==> config.mk <==
export PLATFORM = sky130hd
export DESIGN_NAME = hangmanTop
export DESIGN_NICKNAME = d
export VERILOG_FILES = /design/src/design/gamePkg.sv /design/src/design/hangmanTop.sv /design/src/design/lampDriver.sv /design/src/design/letterScanner.sv /design/src/design/scoreKeeper.sv /design/src/design/wbGameRegs.sv /design/src/design/wordShifter.sv
export VERILOG_INCLUDE_DIRS = /design/src /design/src/design
export SDC_FILE = /design/constraint.sdc
export NUM_CORES = 1
export LEC_CHECK = 0
export CAP_MARGIN = 0
export CORE_MARGIN = 1.5
export CORE_UTILIZATION = 57
export CTS_BUF_LIST = sky130_fd_sc_hd__clkbuf_16
export CTS_CLUSTER_SIZE = 10
export DETAILED_ROUTE_END_ITERATION = 10
export DONT_BUFFER_PORTS = 1
export PLACE_DENSITY = 0.82
export REMOVE_ABC_BUFFERS = 1
export SYNTH_ARGS = -nofsm -noshare
export SYNTH_HDL_FRONTEND = slang
export SYNTH_HIERARCHICAL = 1
export SYNTH_SLANG_ARGS = --single-unit
==> constraint.sdc <==
create_clock -name clk -period 2.3 [get_ports clk]
set_input_delay 0.115 -clock clk [delete_from_list [all_inputs] [get_ports clk]]
set_output_delay 0.115 -clock clk [all_outputs]
set_load 0.01 [all_outputs]
==> src/design/game_defs.svh <==
`ifndef GAME_DEFS_SVH
`define GAME_DEFS_SVH

// Shape of the game.
`define WORD_LEN      5
`define LETTER_W      8
`define MAX_MISTAKES  6

// Lamp on-time after one hit or miss, in clock cycles.
`define LAMP_HOLD     16

// Register map, word addresses.
`define ADR_CTRL      2'd0
`define ADR_WORD      2'd1
`define ADR_GUESS     2'd2
`define ADR_STATUS    2'd3

`endif

==> src/design/gamePkg.sv <==
`include "game_defs.svh"

package gamePkg;

    typedef logic [`LETTER_W-1:0] letterT;
    typedef logic [`WORD_LEN-1:0] maskT;
    typedef logic [2:0]           countT;

    typedef enum logic [2:0] {
        scanIdle,
        scanPos0,
        scanPos1,
        scanPos2,
        scanPos3,
        scanPos4,
        scanResult
    } scanStateT;

    // Listed last field first, so revealed sits at bit 0 of STATUS.
    typedef struct packed {
        logic  busy;
        logic  lost;
        logic  won;
        logic  wordReady;
        countT misses;
        countT hits;
        maskT  revealed;
    } gameStatusT;

endpackage

==> src/design/hangmanTop.sv <==
`timescale 1ns/1ps
`include "game_defs.svh"

module hangmanTop (
    input  logic        clk,
    input  logic        nRst,
    input  logic        wbCyc,
    input  logic        wbStb,
    input  logic        wbWe,
    input  logic [1:0]  wbAdr,
    input  logic [31:0] wbDatIn,
    output logic [31:0] wbDatOut,
    output logic        wbAck,
    output logic        green,
    output logic        red
);
    import gamePkg::*;

    logic                    clearWord;
    logic                    loadLetter;
    letterT                  newLetter;
    letterT [`WORD_LEN-1:0] word;
    logic                    wordReady;
    logic                    scanStart;
    letterT                  guess;
    logic                    scanBusy;
    logic                    scanDone;
    maskT                    matchMask;
    logic                    hitPulse;
    logic                    missPulse;
    gameStatusT              scoreStatus;
    gameStatusT              busStatus;

    // Scanner activity goes into the busy bit of STATUS.
    always_comb begin
        busStatus      = scoreStatus;
        busStatus.busy = scanBusy;
    end

    wbGameRegs regs (
        .clk        (clk),
        .nRst       (nRst),
        .wbCyc      (wbCyc),
        .wbStb      (wbStb),
        .wbWe       (wbWe),
        .wbAdr      (wbAdr),
        .wbDatIn    (wbDatIn),
        .status     (busStatus),
        .scanBusy   (scanBusy),
        .wbDatOut   (wbDatOut),
        .wbAck      (wbAck),
        .clearWord  (clearWord),
        .loadLetter (loadLetter),
        .newLetter  (newLetter),
        .scanStart  (scanStart),
        .guess      (guess)
    );

    wordShifter shifter (
        .clk        (clk),
        .nRst       (nRst),
        .clearWord  (clearWord),
        .loadLetter (loadLetter),
        .newLetter  (newLetter),
        .word       (word),
        .wordReady  (wordReady)
    );

    letterScanner scanner (
        .clk       (clk),
        .nRst      (nRst),
        .scanStart (scanStart),
        .guess     (guess),
        .word      (word),
        .busy      (scanBusy),
        .scanDone  (scanDone),
        .matchMask (matchMask)
    );

    scoreKeeper keeper (
        .clk       (clk),
        .nRst      (nRst),
        .clearWord (clearWord),
        .scanDone  (scanDone),
        .matchMask (matchMask),
        .wordReady (wordReady),
        .status    (scoreStatus),
        .hitPulse  (hitPulse),
        .missPulse (missPulse)
    );

    lampDriver lamps (
        .clk       (clk),
        .nRst      (nRst),
        .hitPulse  (hitPulse),
        .missPulse (missPulse),
        .green     (green),
        .red       (red)
    );

endmodule

==> src/design/lampDriver.sv <==
`timescale 1ns/1ps
`include "game_defs.svh"

module lampDriver (
    input  logic clk,
    input  logic nRst,
    input  logic hitPulse,
    input  logic missPulse,
    output logic green,
    output logic red
);
    localparam int HoldW = $clog2(`LAMP_HOLD + 1);

    // Index 0 drives green, index 1 drives red.
    logic [1:0]            pulse;
    logic [1:0][HoldW-1:0] holdCnt;

    // A miss beats a hit in the same cycle.
    assign pulse = {missPulse, hitPulse && !missPulse};

    always_ff @(posedge clk, negedge nRst) begin
        if (!nRst) begin
            holdCnt <= '0;
        end else begin
            for (int i = 0; i < 2; i++) begin
                if (pulse[i]) begin
                    holdCnt[i] <= HoldW'(`LAMP_HOLD);
                end else if (holdCnt[i] != '0) begin
                    holdCnt[i] <= holdCnt[i] - 1'b1;
                end
            end
        end
    end

    assign green = (holdCnt[0] != '0);
    assign red   = (holdCnt[1] != '0);

endmodule

==> src/design/letterScanner.sv <==
`timescale 1ns/1ps
`include "game_defs.svh"

module letterScanner (
    input  logic                             clk,
    input  logic                             nRst,
    input  logic                             scanStart,
    input  gamePkg::letterT                  guess,
    input  gamePkg::letterT [`WORD_LEN-1:0] word,
    output logic                             busy,
    output logic                             scanDone,
    output gamePkg::maskT                    matchMask
);
    import gamePkg::*;

    scanStateT  state;
    scanStateT  nextState;
    letterT     guessReg;
    logic [2:0] pos;
    logic       posValid;

    always_comb begin
        nextState = state;
        posValid  = 1'b1;
        pos       = 3'd0;
        case (state)
            scanIdle: begin
                posValid = 1'b0;
                if (scanStart) begin
                    nextState = scanPos0;
                end
            end
            scanPos0: begin
                pos       = 3'd0;
                nextState = scanPos1;
            end
            scanPos1: begin
                pos       = 3'd1;
                nextState = scanPos2;
            end
            scanPos2: begin
                pos       = 3'd2;
                nextState = scanPos3;
            end
            scanPos3: begin
                pos       = 3'd3;
                nextState = scanPos4;
            end
            scanPos4: begin
                pos       = 3'd4;
                nextState = scanResult;
            end
            default: begin
                posValid  = 1'b0;
                nextState = scanIdle;
            end
        endcase
    end

    always_ff @(posedge clk, negedge nRst) begin
        if (!nRst) begin
            state <= scanIdle;
        end else begin
            state <= nextState;
        end
    end

    // One position compared per cycle.
    always_ff @(posedge clk) begin
        if (state == scanIdle && scanStart) begin
            guessReg  <= guess;
            matchMask <= '0;
        end else if (posValid) begin
            matchMask[pos] <= (word[pos] == guessReg);
        end
    end

    assign busy     = (state != scanIdle);
    assign scanDone = (state == scanResult);

    noStartWhileBusy: assert property (@(posedge clk) disable iff (!nRst)
        scanStart |-> !busy)
        else $error("scanStart arrived while the scanner was busy");

endmodule

==> src/design/scoreKeeper.sv <==
`timescale 1ns/1ps
`include "game_defs.svh"

module scoreKeeper (
    input  logic                clk,
    input  logic                nRst,
    input  logic                clearWord,
    input  logic                scanDone,
    input  gamePkg::maskT       matchMask,
    input  logic                wordReady,
    output gamePkg::gameStatusT status,
    output logic                hitPulse,
    output logic                missPulse
);
    import gamePkg::*;

    maskT  revealed;
    maskT  nextRevealed;
    countT hits;
    countT misses;
    countT nextMisses;
    logic  won;
    logic  lost;
    logic  isHit;

    assign isHit        = |matchMask;
    assign nextRevealed = revealed | matchMask;
    assign nextMisses   = misses + 3'd1;

    always_ff @(posedge clk, negedge nRst) begin
        if (!nRst) begin
            revealed  <= '0;
            hits      <= '0;
            misses    <= '0;
            won       <= 1'b0;
            lost      <= 1'b0;
            hitPulse  <= 1'b0;
            missPulse <= 1'b0;
        end else if (clearWord) begin
            revealed  <= '0;
            hits      <= '0;
            misses    <= '0;
            won       <= 1'b0;
            lost      <= 1'b0;
            hitPulse  <= 1'b0;
            missPulse <= 1'b0;
        end else begin
            hitPulse  <= scanDone && isHit;
            missPulse <= scanDone && !isHit;
            if (scanDone && isHit) begin
                revealed <= nextRevealed;
                // hits saturates at 7.
                if (hits != '1) begin
                    hits <= hits + 3'd1;
                end
                won <= &nextRevealed;
            end else if (scanDone) begin
                misses <= nextMisses;
                lost   <= (nextMisses == countT'(`MAX_MISTAKES));
            end
        end
    end

    always_comb begin
        status.revealed  = revealed;
        status.hits      = hits;
        status.misses    = misses;
        status.wordReady = wordReady;
        status.won       = won;
        status.lost      = lost;
        status.busy      = 1'b0;
    end

    wonLostExclusive: assert property (@(posedge clk) disable iff (!nRst)
        !(won && lost))
        else $error("won and lost both set");

endmodule

==> src/design/wbGameRegs.sv <==
`timescale 1ns/1ps
`include "game_defs.svh"

module wbGameRegs (
    input  logic                clk,
    input  logic                nRst,
    input  logic                wbCyc,
    input  logic                wbStb,
    input  logic                wbWe,
    input  logic [1:0]          wbAdr,
    input  logic [31:0]         wbDatIn,
    input  gamePkg::gameStatusT status,
    input  logic                scanBusy,
    output logic [31:0]         wbDatOut,
    output logic                wbAck,
    output logic                clearWord,
    output logic                loadLetter,
    output gamePkg::letterT     newLetter,
    output logic                scanStart,
    output gamePkg::letterT     guess
);
    import gamePkg::*;

    logic        request;
    logic        guessWrite;
    logic        wordWrite;
    logic        accept;
    logic        gameOpen;
    logic [31:0] readData;

    // The request is ignored during the ack cycle, before the master drops stb.
    assign request    = wbCyc && wbStb && !wbAck;
    assign guessWrite = wbWe && (wbAdr == `ADR_GUESS);
    assign wordWrite  = wbWe && (wbAdr == `ADR_WORD);

    // A guess waits here until the scanner is idle again.
    assign accept   = request && !(guessWrite && (scanBusy || scanStart));
    assign gameOpen = status.wordReady && !status.won && !status.lost;

    always_comb begin
        case (wbAdr)
            `ADR_STATUS: readData = {{(32 - $bits(gameStatusT)){1'b0}}, status};
            `ADR_GUESS:  readData = {{(32 - `LETTER_W){1'b0}}, guess};
            default:     readData = '0;
        endcase
    end

    always_ff @(posedge clk, negedge nRst) begin
        if (!nRst) begin
            wbAck      <= 1'b0;
            clearWord  <= 1'b0;
            loadLetter <= 1'b0;
            scanStart  <= 1'b0;
        end else begin
            wbAck      <= accept;
            clearWord  <= accept && wbWe && (wbAdr == `ADR_CTRL) && wbDatIn[0];
            loadLetter <= accept && wordWrite;
            scanStart  <= accept && guessWrite && gameOpen;
        end
    end

    always_ff @(posedge clk) begin
        if (accept && wordWrite) begin
            newLetter <= wbDatIn[`LETTER_W-1:0];
        end
        if (accept && guessWrite) begin
            guess <= wbDatIn[`LETTER_W-1:0];
        end
        if (accept && !wbWe) begin
            wbDatOut <= readData;
        end
    end

    ackSingleCycle: assert property (@(posedge clk) disable iff (!nRst)
        wbAck |=> !wbAck)
        else $error("wbAck held high for two cycles");

endmodule

==> src/design/wordShifter.sv <==
`timescale 1ns/1ps
`include "game_defs.svh"

module wordShifter (
    input  logic                             clk,
    input  logic                             nRst,
    input  logic                             clearWord,
    input  logic                             loadLetter,
    input  gamePkg::letterT                  newLetter,
    output gamePkg::letterT [`WORD_LEN-1:0] word,
    output logic                             wordReady
);
    localparam int CountW = $clog2(`WORD_LEN + 1);

    logic [CountW-1:0] loadCount;

    always_ff @(posedge clk, negedge nRst) begin
        if (!nRst) begin
            loadCount <= '0;
        end else if (clearWord) begin
            loadCount <= '0;
        end else if (loadLetter && !wordReady) begin
            loadCount <= loadCount + 1'b1;
        end
    end

    // Letters enter at the top, so the first one loaded ends up in slot 0.
    always_ff @(posedge clk) begin
        if (clearWord) begin
            word <= '0;
        end else if (loadLetter) begin
            word <= {newLetter, word[`WORD_LEN-1:1]};
        end
    end

    assign wordReady = (loadCount == CountW'(`WORD_LEN));

endmodule

======== Word level (Yosys, flattened, before mapping) ========
Index checks and enable logic that the tools add are counted.
operators by class
  add/sub/neg operators ................... 5
  multiply operators ...................... 0
  div/mod/pow operators ................... 0
  magnitude comparators ................... 2
  equality and inequality tests ........... 15
  shift-type cells ........................ 0
  mux-type cells .......................... 31
  bitwise operators ....................... 1
  reductions and logical operators ........ 46
operators with widths
  cell                   number
  $mux W5                6
  $pmux W15 S2           1
  $mux W3                9
  $bmux W8 S3            1
  $logic_and A1 B1 Y1    21
  $pmux W3 S6            1
  $eq A3 B3 Y1 const B   5
  $pmux W3 S4            1
  $reduce_bool A2 Y1     6
  $reduce_bool A5 Y1     2
  $reduce_or A5 Y1       2
  $sub A5 B1 Y5 const B  2
  $add A3 B1 Y3 const B  3
  $mux W1                9
  $eq A8 B8 Y1           1
  $logic_not A1 Y1       8
  $mux W8                1
  $eq A3 B2 Y1 const B   2
  $bwmux W5              1
  $or A5 B5 Y5           1
  $reduce_and A5 Y1      1
  $eq A2 B2 Y1 const B   2
  $lt A3 B4 Y1 const B   1
  $ne A2 B2 Y1 const B   2
  10 further kinds       11
storage, ports and cells
  register bits after elaboration ......... 136
  bits in latches ......................... 0
  memory bits (writable) .................. 0
  ROM bits ................................ 0
  input port bits ......................... 39
  output and inout port bits .............. 35
  logic and storage cells ................. 125
  memories ................................ 0

======== Depth between registers and ports, before layout ========
Gate-level depths: netlist of the first run.
  word-level depth ........................ 8
  gate-level depth with buffers ........... 11

======== Modules after synthesis ========
The synthesis of the first run kept the hierarchy.
modules (own cells, without submodules)
  module         instances  cells an instance  area an instance (um^2)
  wordShifter    1          147                1,636.6
  wbGameRegs     1          93                 1,487.7
  letterScanner  1          136                1,208.7
  scoreKeeper    1          75                 783.3
  lampDriver     1          52                 521.8

======== Worst setup path before layout of the first run ========
OpenSTA, ideal clock, no wires.
  path type ............................... reg-to-reg
  from .................................... register scanner.state[1]
  to ...................................... register scanner.matchMask[1]
  setup time .............................. 0.059 ns
  data arrival time ....................... 2.367 ns
  required time ........................... 2.241 ns
  setup slack ............................. -0.126 ns
  stages on the path, launching flop included .. 12
  buffers on the path ..................... 2
  cell sequence ........................... dfrtp_1 -> buf_4 -> inv_1 -> ha_1 -> nand4bb_1 -> clkbuf_1 -> nor2_1 -> nor4_1 -> xnor2_1 -> nand4_1 -> nor2_2 -> a22o_1
on the way
  cells in the longest elaborated chain, start to end .. 7
  elaborated cells on any way between the ends .. 19
ends and longest elaborated chain
  what                                                                       RTL line             text
  start, declared                                                            letterScanner.sv:16  scanStateT state;
  start signal, assigned                                                     letterScanner.sv:62  state <= scanIdle;
  start signal, assigned                                                     letterScanner.sv:64  state <= nextState;
  $eq A3 B3 Y1 / $eq A3 B2 Y1 (equally long branches)                        letterScanner.sv:26  case (state)
  $pmux W3 S4                                                                letterScanner.sv:26
  $lt A3 B4 Y1 (not written as such) / $ge A3 B1 Y1 (equally long branches)  letterScanner.sv:74  matchMask[pos] <= (word[pos] == guessReg);
  $logic_and A1 B1 Y1 (not written as such)                                  letterScanner.sv:74
  $mux W1 (not written as such)                                              letterScanner.sv:74
  $demux W1 S3                                                               n/a
  $bwmux W5                                                                  letterScanner.sv:74
  end signal, assigned by index                                              letterScanner.sv:74
  end, declared                                                              letterScanner.sv:12  output gamePkg::maskT matchMask
Several ways; a longest one is shown, not always the timed one. The select of a mux whose other input is x is not followed.
A chain may end at the register's enable or synchronous reset.

======== Final worst setup path of the first run ========
  from .................................... register scanner.state[2]
  to ...................................... register scanner.matchMask[1]
The elaborated chain is that of the path after synthesis.

==> run_results.csv, run 1 <==
group,metric,value,unit
status,failed_checks,"setup timing",
pwr,p_int,5.54,mW
clock_tree,clockBufferDepth,2,
worst_setup_path,rrSetupSlack,-100,ps
drt,drc,0,
worst_setup_path,start_kind,"flop",
cells_and_area,num_antenna_cells,0,
pwr,vdd.ir_drop.worst,0.000757,V
pwr,netSwitchingFraction,33.6,%
placed_design,port_buffers,0,
die,die_w,102,um
sta,fin_worst_skew,8.85,ps
global_routing,grt_pass1_vias,4054,
sta,max_freq,416,MHz
sta,setup_viol,4,
die,std_cell_rows,36,
drt,wirelength,13600,um
cells_and_area,final_util,70.9,%
yosys,synth_area,5630,um2
cells_and_area,final_nets,598,
worst_setup_path,r2r-start,"scanner/state[2]$_DFFE_PN0P_",
worst_setup_path,end_kind,"flop",
die,fp.dieH,102,um
sta,final.setup.worst_slack,-102,ps
flow_run,maxCapViolCount,0,
sta,fin_crit_sh,104,%
global_routing,grt_pass1_wl,20200,um
placed_design,place_area,5730,um2
drt,wire_per_inst,19.5,um
min_path,hold_end,"regs/wbDatOut[4]$_SDFFCE_PN0P_",
sta,finalMaxSlewViolations,0,
yosys,synth_warnings,6,
worst_setup_path,worst-path-max-fanout,5,
global_routing,grt_usage,25.8,%
cells_and_area,drive_above_1_share,23.0,%
sta,hold_viol_final,0,
pwr,p_leak,2.78,nW
clock_tree,clk_latency,410,ps
min_path,hp-class,"in -> reg",
clock_tree,cts.clk_slew.worst_paths,60,ps
clock_tree,cts_tree,"done",
min_path,hold_depth,2,
worst_setup_path,cp.arrival,2750,ps
pwr,clock_power_share,31.4,%
worst_setup_path,critical_path_class,"reg -> reg",
worst_setup_path,rr_worst_depth,9,
pwr,combPwrFrac,36.0,%
drt,vias,4050,
global_routing,antenna_found_initial,0,
pwr,p_per_area,1220,nW/um2
die,initial_core_util,58.1,%
pwr,p_sw,2.80,mW
clock_tree,cts_buffers,17,
clock_tree,htree_num_levels,4,
die,io_pins,74,
worst_setup_path,required,2650,ps
die,die_area,10500,um2
status,status,"finished with violations",
drt,drtIter0Drc,363,
clock_tree,cts_root_buffer,"clkbuf_16",
cells_and_area,syn_to_final_growth,22.0,%
worst_setup_path,r2r-end,"scanner/matchMask[1]$_SDFFE_PP0P_",
pwr,seqPwrFrac,32.5,%
placed_design,dp_hpwl,7230,um
die,coreArea,9680,um2
sta,max-slew-margin-rel,53.6,%
sta,fin_crit,2400,ps
cells_and_area,design_area,6870,um2
drt,first_pass_iters,6,
yosys,syn_inst,501,
min_path,hold_path_startpoint,"wbAdr[0]",
drt,routed_via_density,5.83,
global_routing,grt_max_degree,42,
drt,ant_nets,0,
placed_design,gpl.final_weighted_congestion,0.835,
global_routing,grt_overflow,0,
sta,tightest_slew,694,ps
yosys,syn_area_per_cell,11.2,um2
sta,rsz0062_at_grt,"true",
clock_tree,clock-sinks,119,
-- flip-flops by register name, summed over array words and instances, names as in the netlist --
register / count
scanner/matchMask: 5
keeper/misses: 3
keeper/missPulse: 1
regs/guess: 8
regs/loadLetter: 1
regs/wbAck: 1
regs/newLetter: 8
lamps/holdCnt: 10
keeper/hitPulse: 1
keeper/lost: 1
regs/wbDatOut: 15
regs/scanStart: 1
keeper/revealed: 5
regs/clearWord: 1
scanner/guessReg: 8
shifter/loadCount: 3
keeper/hits: 3
shifter/word: 40
scanner/state: 3
keeper/won: 1
-- worst max-delay path, cell delays in order (launching register included) --
cell	delay [ps]
dfrtp_2	450
ha_4	330
nand4bb_4	180
buf_6	120
nor2_4	30
nor4_4	470
xnor2_4	180
nand4_1	190
nor2_2	210
a22o_1	170
-- power by group through the flow --
stage	combinational [mW]	clock [mW]	sequential (mW)
final	3.01	2.62	2.72
after global routing	3.18	2.75	2.75
after CTS	2.55	2.62	2.70
after detailed placement	2.13	0	2.74
after global placement	2.03	0	2.72
after floorplan	1.32	0	2.76
-- routing by layer --
metal / share of wire, % / track usage (%) / vias to the layer above
met5: 0 / 0 / -
met2: 52 / 43.5 / 169
met3: 5.7 / 6.16 / 41
met1: 39 / 31.5 / 2014
li1: - / - / 1826
met4: 2.9 / 11.4 / 0
-- through the flow --
| stage | hold WS, ps | std cells | total power [mW] | setup WS [ps] | setup TNS, ps |
|---|---|---|---|---|---|
| finish | 8.03 | 695 | 8.35 | -102 | -324 |
| global placement | -180 | 634 | 4.75 | -55.4 | -184 |
| floorplan | -181 | 469 | 4.07 | -385 | -1960 |
| global route | 27.6 | 695 | 8.67 | -174 | -711 |
| CTS | 0.355 | 690 | 7.88 | 5.01 | 0 |
| detailed placement | -180 | 634 | 4.87 | -49.0 | -126 |
-- final cells by class --
type / count / area [um2]
Timing Repair Buffer: 61 / 544
Fill cell: 615 / 2820
Tap cell: 133 / 166
Inverter: 15 / 56.3
Clock buffer: 20 / 500
Clock inverter: 12 / 96.3
Multi-Input combinational cell: 335 / 2550
Sequential cell: 119 / 2950
-- worst max path at each step --
stage                                       from                                end  depth (start not counted)
CTS                 scanner/state[2]$_DFFE_PN0P_  scanner/matchMask[1]$_SDFFE_PP0P_                          9
finish              scanner/state[2]$_DFFE_PN0P_  scanner/matchMask[1]$_SDFFE_PP0P_                          9
detailed placement  scanner/state[1]$_DFFE_PN0P_  scanner/matchMask[1]$_SDFFE_PP0P_                         11
global placement    scanner/state[1]$_DFFE_PN0P_  scanner/matchMask[1]$_SDFFE_PP0P_                         11
floorplan           scanner/state[1]$_DFFE_PN0P_  scanner/matchMask[1]$_SDFFE_PP0P_                          9
global route        scanner/state[1]$_DFFE_PN0P_  scanner/matchMask[4]$_SDFFE_PP0P_                          9
-- repair_timing --
action / in CTS / in global routing
setup buffers: 7 / 8
endpoints found under the setup margin: 5 / 13
gates cloned: 2 / 0
endpoints found under the hold margin: 69 / 0
hold buffers: 16 / 0
resized for setup: 21 / 34
pin swaps: 15 / 26
-- cells in the final DEF, fill, tap and decap left out, drive strengths merged, types with 10 or more instances in the layout --
cell         instances
nor4                10
nor2b               13
xnor2               10
a21oi               36
dfxtp               45
edfxtp              39
mux2i               52
nor2                76
clkbuf              20
ha                  10
conb                17
dlygate4sd3         15
dfrtp               35
nand2b              12
nand2               13
inv                 19
buf                 46
No activity file was read; power rests on OpenSTA's default activity.
==> run 2, diff against run 1 <==
- CORE_ASPECT_RATIO: not set -> 0.75
- SKIP_CTS_REPAIR_TIMING: not set -> 1
==> run 2 against run 1 <==
The run ends with hold timing, setup timing left. Final area fell by 4.2%. Critical endpoint unchanged. Cell count fell by 2.6%. Highest routed layer unchanged. Power fell by 6.2%. Critical path depth did not move. Clock power rose by 6%. Clock-buffer cell count fell by 3. Global-route usage fell by 2.4 points. Sequential power barely moved. Utilization fell by 2.6 points. Non-clock buffer count fell by 17. Combinational power fell by 22%. Sequential cell count did not move.
==> run_results.csv, run 2 (synthesis results as in run 1) <==
group,metric,value,unit
drt,routed_via_density,5.85,
clock_tree,cts_root_buffer,"clkbuf_16",
die,coreArea,9620,um2
die,die_w,118,um
cells_and_area,final_util,68.3,%
sta,setup_tns,-223,ps
sta,rsz0062_at_grt,"true",
drt,routed-wl-met3,876,um
global_routing,grt_max_degree,40,
drt,vias,3961,
drt,drc,0,
cells_and_area,final_common_cell,"nor2_1",
status,status,"finished with violations",
global_routing,grt_usage,23.4,%
worst_setup_path,endpoint,"scanner/matchMask[1]$_SDFFE_PP0P_",
worst_setup_path,critical_path_class,"reg -> reg",
cells_and_area,drive_above_1_share,16.0,%
clock_tree,cts_tree,"done",
cells_and_area,fin_cells,677,
global_routing,antenna_found_initial,0,
worst_setup_path,required,2650,ps
worst_setup_path,start_kind,"flop",
sta,max_freq,429,MHz
global_routing,grt_pass1_vias,3715,
die,std_cell_rows,31,
die,die_area,10500,um2
cells_and_area,largest_reg_flops,40,
clock_tree,clock-sinks,119,
die,initial_core_util,58.5,%
sta,tightest_slew,544,ps
drt,wire_per_inst,19.0,um
placed_design,dp.cells,626,
cells_and_area,design_area,6570,um2
placed_design,port_buffers,0,
min_path,hp-class,"in -> reg",
placed_design,dp_hpwl,7640,um
drt,ant_nets,0,
cells_and_area,reg_top3,"shifter/word (40), regs/wbDatOut (15), lamps/holdCnt (10)",
worst_setup_path,startpoint,"scanner/state[1]$_DFFE_PN0P_",
pwr,total_power,7.83,mW
die,io_pins,74,
pwr,p_leak,2.67,nW
clock_tree,htree_num_levels,4,
clock_tree,clk_latency,410,ps
sta,fin_hold_ws,-2.17,ps
worst_setup_path,end_kind,"flop",
global_routing,grt_overflow,0,
sta,max-slew-margin-rel,63.6,%
cells_and_area,syn_to_final_growth,16.8,%
cells_and_area,num_antenna_cells,0,
drt,met1_length,5490,um
sta,hold_viol_final,1,
drt,wirelength,12800,um
placed_design,place_area,5690,um2
worst_setup_path,worst-path-max-fanout,17,
drt,met2_length,6070,um
worst_setup_path,cp.arrival,2680,ps
clock_tree,cts_buffers,17,
worst_setup_path,r2r-end,"scanner/matchMask[1]$_SDFFE_PP0P_",
placed_design,place_ws,-29.5,ps
sta,final.setup.worst_slack,-31.8,ps
global_routing,grt_pass1_wl,18600,um
worst_setup_path,rr_worst_depth,9,
drt,highest_layer,"met4",
clock_tree,cts.clk_slew.worst_paths,50,ps
cells_and_area,layout_common_cells,"nor2_1 (75), mux2i_1 (52), dfxtp_1 (45), edfxtp_1 (39), a21oi_1 (33)",
cells_and_area,final_nets,581,
cells_and_area,top_register,"shifter/word",
clock_tree,clockBufferDepth,2,
drt,drtIter0Drc,456,
sta,fin_crit_sh,101,%
status,failed_checks,"hold timing, setup timing",
sta,finalMaxSlewViolations,0,
worst_setup_path,r2r-start,"scanner/state[1]$_DFFE_PN0P_",
flow_run,maxCapViolCount,0,
die,fp.dieH,89.0,um
worst_setup_path,rrSetupSlack,-30,ps
pwr,vdd.ir_drop.worst,0.000727,V
pwr,p_per_area,1190,nW/um2
sta,fin_worst_skew,9.48,ps
placed_design,gpl.final_weighted_congestion,0.838,
sta,setup_viol,12,
sta,fin_crit,2330,ps
drt,first_pass_iters,5,
[run 2: critical path, cell delays in order, from the launching register on]
cell	delay, ps
dfrtp_1	390
buf_4	260
nand4bb_1	210
buf_4	170
a21oi_1	80
nor4_1	350
xnor2_1	220
nand4_1	240
nor2_2	200
a22o_1	160
[run 2: worst min-delay path by stage]
stage	from	end	slack [ps]	cells past startpoint
6_report	wbAdr[0]	regs/wbDatOut[6]$_SDFFCE_PN0P_	-2	2
5_1_grt	wbWe	regs/wbDatOut[11]$_SDFFCE_PN0P_	6	1
4_1_cts	nRst	lamps/holdCnt[5]$_DFFE_PN0P_	-610	0
3_5_place_dp	nRst	lamps/holdCnt[3]$_DFFE_PN0P_	-180	0
3_3_place_gp	nRst	lamps/holdCnt[9]$_DFFE_PN0P_	-180	0
2_1_floorplan	nRst	keeper/hitPulse$_DFF_PN0_	-180	0
[run 2: per-layer routing]
layer	global-route usage (%)	up-vias
met5	0	-
met4	8.20	0
met3	7.78	44
met2	38.3	181
met1	29.6	1937
li1	-	1799
[run 2: power by group]
| group | internal (mW) | total [mW] | switching [mW] | leakage (nW) |
|---|---|---|---|---|
| clock network | 1.89 | 2.78 | 0.890 | 0.316 |
| registers | 2.45 | 2.71 | 0.263 | 1.18 |
| logic | 1.08 | 2.34 | 1.26 | 1.18 |
| total | 5.41 | 7.83 | 2.42 | 2.67 |
[run 2: final cells by class]
| class | count | area, um2 |
|---|---|---|
| clock buffers | 17 | 425 |
| clock inverters | 15 | 193 |
| fillers | 694 | 3050 |
| inverters | 15 | 56.3 |
| multi-input cells | 335 | 2380 |
| flip-flops and latches | 119 | 2950 |
| well taps | 132 | 165 |
| repair buffers | 44 | 400 |
==> run 3, diff against run 2 <==
- CORE_UTILIZATION: 57 -> 62
- PLACE_DENSITY: 0.82 -> 0.85
- RECOVER_POWER: not set -> 50
- clock period: 2.3 -> 2.6 ns (I/O delays scaled with it)
==> run 3 against run 2 <==
The run ends with hold timing left. Global-route usage is 2.4 points higher. Worst hold slack lost 22 ps. Final area shrank 2.6%. Critical path type unchanged. Highest routed layer unchanged.
==> run_results.csv, run 3 (synthesis results as in run 1) <==
group,metric,value,unit
worst_setup_path,slowest_stage,"ha_1",
drt,first_pass_iters,5,
status,status,"finished with violations",
pwr,p_sw,2.11,mW
worst_setup_path,critical_path_class,"reg -> reg",
placed_design,gpl.final_weighted_congestion,0.843,
clock_tree,htree_num_levels,4,
worst_setup_path,path_cells,"inv_1, ha_1, nand4bb_1, buf_4, a21oi_1, nor4_2, xnor2_1, nand4_1, nor2_2, o2bb2ai_1",
worst_setup_path,cp.arrival,2780,ps
clock_tree,clockBufferDepth,2,
sta,finalMaxSlewViolations,0,
pwr,seqPwrFrac,35.9,%
clock_tree,cts.clk_slew.worst_paths,60,ps
pwr,combPwrFrac,27.1,%
clock_tree,cts_root_buffer,"clkbuf_16",
cells_and_area,final_util,74.2,%
sta,fin_crit,2430,ps
global_routing,antenna_found_initial,0,
die,fp.dieH,85.5,um
drt,wire_per_inst,18.5,um
cells_and_area,num_antenna_cells,0,
pwr,netSwitchingFraction,31.6,%
worst_setup_path,crit_buf_inv,2,
die,initial_core_util,65.2,%
sta,fin_worst_skew,4.61,ps
die,std_cell_rows,29,
drt,wirelength,11900,um
global_routing,grt_max_degree,39,
clock_tree,cts_tree,"done",
cells_and_area,drive_above_1_share,13.8,%
global_routing,grt_pass1_vias,3705,
worst_setup_path,start_kind,"flop",
pwr,total_power,6.67,mW
worst_setup_path,required,2940,ps
sta,hold_viol_final,1,
cells_and_area,design_area,6400,um2
placed_design,place_ws,148,ps
placed_design,place_area,5610,um2
cells_and_area,final_nets,572,
sta,setup_viol,0,
global_routing,grt_usage,25.8,%
cells_and_area,fin_cells,644,
drt,vias,3811,
cells_and_area,final_common_cell,"nor2_1",
pwr,p_per_area,1040,nW/um2
drt,drtIter0Drc,354,
worst_setup_path,worst-path-max-fanout,5,
worst_setup_path,path_delay_family,"simple AND/OR/NAND/NOR gates",
sta,max-slew-margin-rel,37.4,%
cells_and_area,reg_top3,"shifter/word (40), regs/wbDatOut (15), lamps/holdCnt (10)",
placed_design,port_buffers,0,
sta,rsz0062_at_grt,"false",
drt,ant_nets,0,
die,die_w,113,um
flow_run,maxCapViolCount,0,
global_routing,grt_overflow,0,
die,die_area,9660,um2
clock_tree,clock-sinks,119,
placed_design,dp.cells,597,
drt,drc,0,
pwr,vdd.ir_drop.worst,0.000609,V
sta,final.setup.worst_slack,165,ps
clock_tree,cts_buffers,17,
sta,fin_crit_sh,93.6,%
pwr,p_int,4.56,mW
cells_and_area,layout_common_cells,"nor2_1 (75), mux2i_1 (52), dfxtp_1 (45), edfxtp_1 (39), a21oi_1 (35)",
pwr,p_leak,2.59,nW
worst_setup_path,cpPeakStageDelay,370,ps
cells_and_area,largest_reg_flops,40,
sta,setup_tns,0,ps
worst_setup_path,end_kind,"flop",
cells_and_area,top_register,"shifter/word",
pwr,clock_power_share,37.0,%
sta,tightest_slew,925,ps
die,coreArea,8640,um2
min_path,hp-class,"in -> reg",
sta,max_freq,411,MHz
cells_and_area,syn_to_final_growth,13.8,%
global_routing,grt_pass1_wl,18600,um
clock_tree,clk_latency,420,ps
die,io_pins,74,
status,failed_checks,"hold timing",
sta,fin_hold_ws,-23.9,ps
drt,routed_via_density,5.92,
placed_design,dp_hpwl,7280,um
## run 3: worst paths after layout
kind                                                   start                                end  slack [ps]  cells after the start
worst max-delay path            scanner/state[1]$_DFFE_PN0P_  scanner/matchMask[2]$_SDFFE_PP0P_         170                     10
worst min-delay path                                wbAdr[1]     regs/wbDatOut[0]$_SDFFCE_PN0P_         -20                      1
worst max register to register  scanner/state[1]$_DFFE_PN0P_  scanner/matchMask[2]$_SDFFE_PP0P_         170                     10
worst min register to register       regs/guess[0]$_DFFE_PP_      scanner/guessReg[0]$_DFFE_PP_         460                      0
max in group asynchronous                               nRst           regs/clearWord$_DFF_PN0_        2200                      2
min in group asynchronous                               nRst   shifter/loadCount[0]$_DFFE_PN0P_         200                      2
## run 3: power groups by stage
stage	Clock, mW	Combinational, mW	Sequential (mW)
6_report	2.46	1.81	2.40
5_1_grt	2.57	1.99	2.43
4_1_cts	2.48	1.70	2.40
3_5_place_dp	0	1.66	2.43
3_3_place_gp	0	1.58	2.41
2_1_floorplan	0	1.17	2.44
## run 3: final cells by class
cell class	instances	area (um2)
Sequential cell	119	2950
Multi-Input combinational cell	335	2320
Fill cell	567	2230
Clock buffer	17	425
Timing Repair Buffer	35	310
Clock inverter	15	204
Tap cell	108	135
Inverter	15	56.3
## run 3: routing by layer
layer	part of all wire (%)	global-route usage (%)
met5	0	0
met4	2.3	13.1
met3	6.4	8.20
met2	46	39.1
met1	45	33.7
